==> src/hdl/ilk_tx_pkg.sv <==
// Interlaken-style transmit lane path, shared definitions
// lane count, word widths, FIFO levels, metaframe length,
// inserted control words and the aligner state encoding

`default_nettype none

package ilk_tx_pkg;

    ////////////////////////////////////////
    // sizes and levels
    ////////////////////////////////////////
    localparam int NUM_LANES    = 4;
    localparam int WORD_W       = 64;
    localparam int FIFO_DEPTH   = 16;
    localparam int PTR_W        = $clog2(FIFO_DEPTH);
    localparam int CNT_W        = 5;
    // below this the FIFO is partly empty
    localparam int PEMPTY_LEVEL = 8;
    // at or above this the FIFO is partly full
    localparam int PFULL_LEVEL  = 12;
    // output words per metaframe, sync word included
    localparam int METALEN      = 64;

    ////////////////////////////////////////
    // types
    ////////////////////////////////////////
    typedef logic [WORD_W-1:0]           lane_word_t;
    typedef logic [NUM_LANES*WORD_W-1:0] bundle_data_t;
    typedef logic [NUM_LANES-1:0]        bundle_ctl_t;
    typedef logic [CNT_W-1:0]            fifo_cnt_t;
    typedef logic [5:0]                  meta_pos_t;

    typedef enum logic [0:0] {
        TXA_FILL,
        TXA_ALIGNED
    } txa_state_t;

    ////////////////////////////////////////
    // inserted words, control bit set
    ////////////////////////////////////////
    // framing layer sync pattern
    localparam lane_word_t SYNC_WORD = 64'h78f6_78f6_78f6_78f6;
    // idle control word used for force fill
    localparam lane_word_t IDLE_WORD = 64'h8000_0000_0000_0007;

endpackage

`default_nettype wire

==> src/hdl/ilk_tx_aligner.sv <==
// Transmit aligner and frame generator
// waits for the FIFO to fill past the partly-empty level,
// then drives all lanes together; a sync word opens every
// metaframe and idle words fill in when the FIFO runs dry

`timescale 1ns/1ps
`default_nettype none

module ilk_tx_aligner
    import ilk_tx_pkg::*;
(
    input  wire          clk_tx_common,
    input  wire          arst_n,

    // FIFO read side
    input  wire          rd_valid,
    input  bundle_data_t rd_data,
    input  bundle_ctl_t  rd_ctl,
    input  wire          fifo_pempty,
    output logic         rd_ready,

    // status
    output logic         tx_lanes_aligned,

    // lane output
    output logic         lane_valid,
    output bundle_data_t lane_dout,
    output bundle_ctl_t  lane_control,
    input  wire          lane_ready
);

    txa_state_t   state;
    meta_pos_t    meta_pos;
    meta_pos_t    next_pos;
    logic         enter_aligned;
    logic         load_word;
    bundle_data_t word_data;
    bundle_ctl_t  word_ctl;

    ////////////////////////////////////////
    // fill state machine
    ////////////////////////////////////////
    assign enter_aligned = (state == TXA_FILL) & ~fifo_pempty;

    always_ff @(posedge clk_tx_common or negedge arst_n) begin
        if (!arst_n) begin
            state <= TXA_FILL;
        end else if (enter_aligned) begin
            // no way back short of reset
            state <= TXA_ALIGNED;
        end
    end

    assign tx_lanes_aligned = (state == TXA_ALIGNED);
    assign lane_valid       = (state == TXA_ALIGNED);

    // next word loads as the current one is taken
    assign load_word = lane_valid & lane_ready;

    ////////////////////////////////////////
    // metaframe position
    ////////////////////////////////////////
    // meta_pos is the position of the word in the output register
    assign next_pos = (meta_pos == meta_pos_t'(METALEN - 1)) ? '0 : meta_pos + 1'b1;

    always_ff @(posedge clk_tx_common or negedge arst_n) begin
        if (!arst_n) begin
            meta_pos <= '0;
        end else if (load_word) begin
            meta_pos <= next_pos;
        end
    end

    // pop only for a data slot and never for the sync slot
    assign rd_ready = load_word & (next_pos != '0);

    ////////////////////////////////////////
    // word select
    ////////////////////////////////////////
    always_comb begin
        if ((state == TXA_FILL) || (next_pos == '0)) begin
            // first word after alignment is position 0 too
            word_data = {NUM_LANES{SYNC_WORD}};
            word_ctl  = '1;
        end else if (rd_valid) begin
            word_data = rd_data;
            word_ctl  = rd_ctl;
        end else begin
            // force fill when the FIFO ran dry
            word_data = {NUM_LANES{IDLE_WORD}};
            word_ctl  = '1;
        end
    end

    ////////////////////////////////////////
    // lane output registers
    ////////////////////////////////////////
    always_ff @(posedge clk_tx_common) begin
        if (enter_aligned || load_word) begin
            lane_dout    <= word_data;
            lane_control <= word_ctl;
        end
    end

endmodule

`default_nettype wire

==> src/hdl/ilk_tx_fifo.sv <==
// Transmit lane-bundle FIFO
// all lanes share one clock and are written in lockstep,
// so one FIFO stores whole bundles; keeps a fill count and
// registered programmable-full and programmable-empty flags

`timescale 1ns/1ps
`default_nettype none

module ilk_tx_fifo
    import ilk_tx_pkg::*;
(
    input  wire          clk_tx_common,
    input  wire          arst_n,

    // write side
    input  wire          wr_valid,
    input  bundle_data_t wr_data,
    input  bundle_ctl_t  wr_ctl,
    output logic         wr_ready,

    // read side
    output logic         rd_valid,
    output bundle_data_t rd_data,
    output bundle_ctl_t  rd_ctl,
    input  wire          rd_ready,

    // level flags
    output logic         fifo_pempty,
    output logic         fifo_pfull
);

    bundle_data_t     data_mem [FIFO_DEPTH];
    bundle_ctl_t      ctl_mem  [FIFO_DEPTH];

    logic [PTR_W-1:0] wr_ptr;
    logic [PTR_W-1:0] rd_ptr;
    fifo_cnt_t        cnt;
    fifo_cnt_t        cnt_nxt;
    logic             wr_fire;
    logic             rd_fire;

    assign wr_ready = (cnt < fifo_cnt_t'(FIFO_DEPTH));
    assign rd_valid = (cnt != '0);
    assign wr_fire  = wr_valid & wr_ready;
    assign rd_fire  = rd_valid & rd_ready;

    // head entry always on the read port
    assign rd_data  = data_mem[rd_ptr];
    assign rd_ctl   = ctl_mem[rd_ptr];

    ////////////////////////////////////////
    // storage
    ////////////////////////////////////////
    always_ff @(posedge clk_tx_common) begin
        if (wr_fire) begin
            data_mem[wr_ptr] <= wr_data;
            ctl_mem[wr_ptr]  <= wr_ctl;
        end
    end

    // count after this cycle's push and pop
    always_comb begin
        cnt_nxt = cnt;
        case ({wr_fire, rd_fire})
            2'b10:   cnt_nxt = cnt + 1'b1;
            2'b01:   cnt_nxt = cnt - 1'b1;
            default: cnt_nxt = cnt;
        endcase
    end

    ////////////////////////////////////////
    // pointers, count and flags
    ////////////////////////////////////////
    always_ff @(posedge clk_tx_common or negedge arst_n) begin
        if (!arst_n) begin
            wr_ptr      <= '0;
            rd_ptr      <= '0;
            cnt         <= '0;
            fifo_pempty <= 1'b1;
            fifo_pfull  <= 1'b0;
        end else begin
            // pointers wrap at FIFO_DEPTH by width
            if (wr_fire) begin
                wr_ptr <= wr_ptr + 1'b1;
            end
            if (rd_fire) begin
                rd_ptr <= rd_ptr + 1'b1;
            end
            cnt         <= cnt_nxt;
            fifo_pempty <= (cnt_nxt < fifo_cnt_t'(PEMPTY_LEVEL));
            fifo_pfull  <= (cnt_nxt >= fifo_cnt_t'(PFULL_LEVEL));
        end
    end

endmodule

`default_nettype wire

==> src/hdl/ilk_tx_ingress.sv <==
// Transmit ingress stage
// holds one lane bundle from the user side and drives it
// toward the FIFO; tx_cadence tells the user when a word
// is taken

`timescale 1ns/1ps
`default_nettype none

module ilk_tx_ingress
    import ilk_tx_pkg::*;
(
    input  wire          clk_tx_common,
    input  wire          arst_n,

    // user side
    input  bundle_data_t tx_din,
    input  bundle_ctl_t  tx_control,
    input  wire          tx_valid,
    output logic         tx_cadence,

    // FIFO write side
    output logic         wr_valid,
    output bundle_data_t wr_data,
    output bundle_ctl_t  wr_ctl,
    input  wire          wr_ready
);

    logic accept;

    // stage can take a word when empty or draining this cycle
    assign tx_cadence = ~wr_valid | wr_ready;
    assign accept     = tx_valid & tx_cadence;

    ////////////////////////////////////////
    // stage occupancy
    ////////////////////////////////////////
    always_ff @(posedge clk_tx_common or negedge arst_n) begin
        if (!arst_n) begin
            wr_valid <= 1'b0;
        end else if (accept) begin
            wr_valid <= 1'b1;
        end else if (wr_ready) begin
            // word went into the FIFO, nothing new behind it
            wr_valid <= 1'b0;
        end
    end

    ////////////////////////////////////////
    // bundle payload
    ////////////////////////////////////////
    // only loaded on accept, so it holds under back-pressure
    always_ff @(posedge clk_tx_common) begin
        if (accept) begin
            wr_data <= tx_din;
            wr_ctl  <= tx_control;
        end
    end

endmodule

`default_nettype wire

==> src/hdl/ilk_tx_lane_path.sv <==
// Interlaken-style transmit lane path, top level
// user word interface into a register stage, a lockstep
// lane-bundle FIFO, then the aligner and frame generator
// toward the serializer

`timescale 1ns/1ps
`default_nettype none

module ilk_tx_lane_path
    import ilk_tx_pkg::*;
(
    input  wire          clk_tx_common,
    input  wire          arst_n,

    // user side
    input  bundle_data_t tx_din,
    input  bundle_ctl_t  tx_control,
    input  wire          tx_valid,
    output logic         tx_cadence,

    // status
    output logic         tx_lanes_aligned,
    output logic         tx_pcsfifo_pfull,
    output logic         tx_pcsfifo_pempty,

    // serializer side
    output logic         lane_valid,
    output bundle_data_t lane_dout,
    output bundle_ctl_t  lane_control,
    input  wire          lane_ready
);

    // ingress to FIFO
    logic         wr_valid;
    logic         wr_ready;
    bundle_data_t wr_data;
    bundle_ctl_t  wr_ctl;

    // FIFO to aligner
    logic         rd_valid;
    logic         rd_ready;
    bundle_data_t rd_data;
    bundle_ctl_t  rd_ctl;

    ilk_tx_ingress ingress_inst (
        .clk_tx_common ( clk_tx_common ),
        .arst_n        ( arst_n ),
        .tx_din        ( tx_din ),
        .tx_control    ( tx_control ),
        .tx_valid      ( tx_valid ),
        .tx_cadence    ( tx_cadence ),
        .wr_valid      ( wr_valid ),
        .wr_data       ( wr_data ),
        .wr_ctl        ( wr_ctl ),
        .wr_ready      ( wr_ready )
    );

    // FIFO flags are the top-level status flags
    ilk_tx_fifo fifo_inst (
        .clk_tx_common ( clk_tx_common ),
        .arst_n        ( arst_n ),
        .wr_valid      ( wr_valid ),
        .wr_data       ( wr_data ),
        .wr_ctl        ( wr_ctl ),
        .wr_ready      ( wr_ready ),
        .rd_valid      ( rd_valid ),
        .rd_data       ( rd_data ),
        .rd_ctl        ( rd_ctl ),
        .rd_ready      ( rd_ready ),
        .fifo_pempty   ( tx_pcsfifo_pempty ),
        .fifo_pfull    ( tx_pcsfifo_pfull )
    );

    ilk_tx_aligner aligner_inst (
        .clk_tx_common    ( clk_tx_common ),
        .arst_n           ( arst_n ),
        .rd_valid         ( rd_valid ),
        .rd_data          ( rd_data ),
        .rd_ctl           ( rd_ctl ),
        .fifo_pempty      ( tx_pcsfifo_pempty ),
        .rd_ready         ( rd_ready ),
        .tx_lanes_aligned ( tx_lanes_aligned ),
        .lane_valid       ( lane_valid ),
        .lane_dout        ( lane_dout ),
        .lane_control     ( lane_control ),
        .lane_ready       ( lane_ready )
    );

endmodule

`default_nettype wire

==> config.mk <==
export PLATFORM = sky130hd
export DESIGN_NAME = ilk_tx_lane_path
export DESIGN_NICKNAME = d
export VERILOG_FILES = /design/src/hdl/ilk_tx_pkg.sv /design/src/hdl/ilk_tx_aligner.sv /design/src/hdl/ilk_tx_fifo.sv /design/src/hdl/ilk_tx_ingress.sv /design/src/hdl/ilk_tx_lane_path.sv
export SDC_FILE = /design/constraint.sdc
export NUM_CORES = 2
export LEC_CHECK = 0
export BUFFER_PORTS_ARGS = -buffer_cell sky130_fd_sc_hd__buf_2
export CORE_UTILIZATION = 38
export DETAILED_ROUTE_END_ITERATION = 16
export GPL_TIMING_DRIVEN = 1
export HOLD_SLACK_MARGIN = 0.08
export PLACE_DENSITY = 0.55
export SYNTH_ARGS = -nofsm -noshare
export SYNTH_HDL_FRONTEND = slang
export SYNTH_MEMORY_MAX_BITS = 65536
export SYNTH_SLANG_ARGS = --single-unit
==> constraint.sdc <==
create_clock -name clk_tx_common -period 28.2 [get_ports clk_tx_common]
set_clock_uncertainty 0.1 [all_clocks]
set_input_delay 0 -clock clk_tx_common [delete_from_list [all_inputs] [get_ports clk_tx_common]]
set_output_delay 0 -clock clk_tx_common [all_outputs]
set_load 0.02 [all_outputs]
==> results.sh <==
export IMPL_clk_latency_ns=1.05
export IMPL_cts_htree_levels=5
export IMPL_min_period_ns=7.25
export IMPL_maximum_number_of_pins_on_one_net_before_global_route_repair=145
export IMPL_globalRouteOverflowTotal=0
export IMPL_synthArstFlopShare_pct=0.489
export IMPL_fmax_mhz=138
export IMPL_route_vias_total=88542
export IMPL_wl_um=468000
export IMPL_timing_critical_path_from_type="register"
export IMPL_synth_ff_latch_count=4703
export IMPL_synth_edff_count=4680
export IMPL_synth_largest_type_area_fraction_pct=79.7
export IMPL_gp_congestion=0.710
export IMPL_drtIter0Drc=7986
export IMPL_drc=0
export IMPL_die_width_um=683
export IMPL_number_of_global_route_vias_before_repair=91172
export IMPL_cts_root_buf="sky130_fd_sc_hd__clkbuf_16"
export IMPL_cts_buffer_depth=4
export IMPL_synth_area_um2=176000
export IMPL_cts_clk_slew_worst_paths_ns=0.06
export IMPL_report_final_setup_viol=0
export IMPL_detail_route_antenna_nets=0
export IMPL_cts_tree="built"
export IMPL_slew_limit_headroom_pct=16.8
export IMPL_tns_ns=0
export IMPL_buffer_ports_inserted=528
export IMPL_grt_usage_pct=19.5
export IMPL_layout_commonest_cell="sky130_fd_sc_hd__edfxtp_1"
export IMPL_detail_route_first_pass_iterations=5
export IMPL_netlist_cell_type_count=47
export IMPL_max_cap_violations=0
export IMPL_status="finished, final reports clean"
export IMPL_synthDominantAreaCellType="sky130_fd_sc_hd__edfxtp_1"
export IMPL_final_hold_violation_count=0
export IMPL_slew_at_the_pin_closest_to_its_max_slew_limit_ns=1.25
export IMPL_rows=249
export IMPL_timing_critical_path_to_type="register"
export IMPL_finish_cell_count_without_fillers=16258
export IMPL_post_dp_hpwl_um=225000
export IMPL_synthesis_instances=8367
export IMPL_tritoncts_num_buffers=478
export IMPL_peak_supply_drop_mv=0.100
export IMPL_synth_net_count=8642
export IMPL_clock_sink_count=4703
export IMPL_leakagePower_nw=69.8
export IMPL_fin_crit_sh_pct=25.7
export IMPL_wire_per_inst_um=28.8
export IMPL_place_inst=14748
export IMPL_synth_sequential_area_ratio_pct=80.0
export IMPL_worstPathRequired_ns=28.82
export IMPL_top_library_cells_by_usage_in_the_layout_fill_and_taps_aside="sky130_fd_sc_hd__edfxtp_1 (4,680), sky130_fd_sc_hd__mux2i_1 (1,330), sky130_fd_sc_hd__dlygate4sd3_1 (619)"
export IMPL_syn_area_per_cell_um2=21.1
export IMPL_layout_drive_gt1_share_pct=19.1
export IMPL_die_height_um=683
export IMPL_grt_pass1_wl_um=663000
export IMPL_power_density_over_the_cells_nw_per_um2=104
export IMPL_avgViaCountPerCell=5.45
export IMPL_timing_hold_worst_class="input pin to register"
export IMPL_hold_slack_ns=0.161
export IMPL_rsz0062_at_grt="false"
export IMPL_starting_utilization_of_the_core_area_pct=38.3
export IMPL_grt_antenna_before_repair=33
export IMPL_crit_fanout=107
export IMPL_critical_path_arrival_ns=7.86
export IMPL_nets=9974
export IMPL_io_pins=529
export IMPL_fp_dieArea_um2=467000
export IMPL_postCtsResizedCells=0
export IMPL_core_um2=461000
export IMPL_ys_warnings_count=0
export IMPL_timing_worst_setup_path_type="register to register"
export IMPL_finalMaxSlewViolations=0
export IMPL_synthToLayoutAreaGrowth_pct=18.1
export IMPL_synth_area_top_cells="sky130_fd_sc_hd__edfxtp_1 (80%), sky130_fd_sc_hd__mux2i_1 (7.6%), sky130_fd_sc_hd__mux4_2 (5.8%)"
export IMPL_ys_dominant_reg_cell="sky130_fd_sc_hd__edfxtp_1"
==> report_power, final <==
group / internal (mW) / total [mW] / switching (mW)
logic: 2.17 / 5.90 / 3.73
clock network: 3.58 / 6.27 / 2.69
registers: 8.92 / 9.50 / 0.577
total: 14.7 / 21.7 / 6.99
==> final timing paths <==
| check | from | endpoint | slack [ns] | depth (start not counted) |
|---|---|---|---|---|
| setup / recovery | fifo_inst.rd_ptr[0] | aligner_inst.lane_dout[199] | 20.95 | 9 |
| hold / removal | tx_din[232] | ingress_inst.wr_data[232] | 0.16 | 3 |
| max in group asynchronous | arst_n | fifo_inst.fifo_pempty | 27.02 | 5 |
| setup reg to reg | fifo_inst.rd_ptr[0] | aligner_inst.lane_dout[199] | 20.95 | 9 |
| hold reg to reg | aligner_inst.meta_pos[0] | aligner_inst.meta_pos[0] | 0.39 | 1 |
| min in group asynchronous | arst_n | fifo_inst.wr_ptr[1] | 0.76 | 5 |
==> cell usage after synthesis, types with 37 or more instances <==
cell	number
sky130_fd_sc_hd__edfxtp_1	4680
sky130_fd_sc_hd__buf_1	46
sky130_fd_sc_hd__o21ai_0	37
sky130_fd_sc_hd__o211ai_1	69
sky130_fd_sc_hd__mux2i_1	1330
sky130_fd_sc_hd__nand3_1	103
sky130_fd_sc_hd__a22oi_1	520
sky130_fd_sc_hd__buf_2	215
sky130_fd_sc_hd__nand2_1	227
sky130_fd_sc_hd__a21oi_1	165
sky130_fd_sc_hd__clkbuf_1	181
sky130_fd_sc_hd__mux4_2	456
sky130_fd_sc_hd__o221ai_2	50
sky130_fd_sc_hd__o221ai_1	95
==> sequential cells by signal, indices dropped and copies added (netlist names), 5 cells and up <==
signal and flops:
fifo_inst.data_mem 4096, aligner_inst.lane_dout 256, ingress_inst.wr_data 256, fifo_inst.ctl_mem 64
aligner_inst.meta_pos 6, fifo_inst.cnt 5
==> critical path: stages (launching register included) <==
cell                       delay [ns]
sky130_fd_sc_hd__dfrtp_4         0.81
sky130_fd_sc_hd__buf_4           0.83
sky130_fd_sc_hd__buf_4           0.76
sky130_fd_sc_hd__buf_4           0.80
sky130_fd_sc_hd__buf_12          0.63
sky130_fd_sc_hd__buf_4           0.88
sky130_fd_sc_hd__buf_4           0.82
sky130_fd_sc_hd__mux4_2          0.61
sky130_fd_sc_hd__mux2i_1         0.20
sky130_fd_sc_hd__o221ai_2        0.11
==> layout make-up <==
cell class | count | area (µm²)
Fill cell | 38766 | 253000
Clock buffer | 570 | 12300
Clock inverter | 311 | 3230
Antenna cell | 9 | 22.5
Timing Repair Buffer | 1334 | 10700
Tap cell | 6149 | 7690
Multi-Input combinational cell | 3174 | 33100
Inverter | 8 | 30.0
Sequential cell | 4703 | 141000
==> per-layer routing <==
| metal | vias up | global-route usage [%] | routed length (µm) |
|---|---|---|---|
| met4 | 4 | 4.55 | 10400 |
| met3 | 613 | 2.60 | 26300 |
| li1 | 37436 | - | - |
| met1 | 47723 | 26.9 | 200000 |
| met5 | - | 0 | 16 |
| met2 | 2766 | 33.1 | 231000 |
==> cells by family after synthesis <==
| group | share of synthesized area (%) |
|---|---|
| DFF | 80.0 |
| muxes | 13.4 |
| AOI/OAI and AO/OA | 4.19 |
| buffers and inverters | 1.30 |
| and+or+nand+nor | 0.937 |
| xor gates and xnor gates | 0.0547 |
| adders and majority gates | 0.0823 |
==> metrics by stage <==
step,setup slack (ns),utilization [%],power (mW),instance area (µm²)
after global placement,20.93,40.4,15.5,186000
after floorplan,7.47,-,13.6,176000
after CTS,20.83,45.2,21.9,208000
final,20.95,45.2,21.7,208000
after detailed placement,20.84,40.4,15.6,186000
after global routing,20.45,45.2,22.5,208000
==> repair_timing <==
action                                 in CTS  in global routing
hold buffers                              620                  0
setup buffers                               0                  0
endpoints found under the hold margin     505                  0
Power figures use the tool's default switching activity.
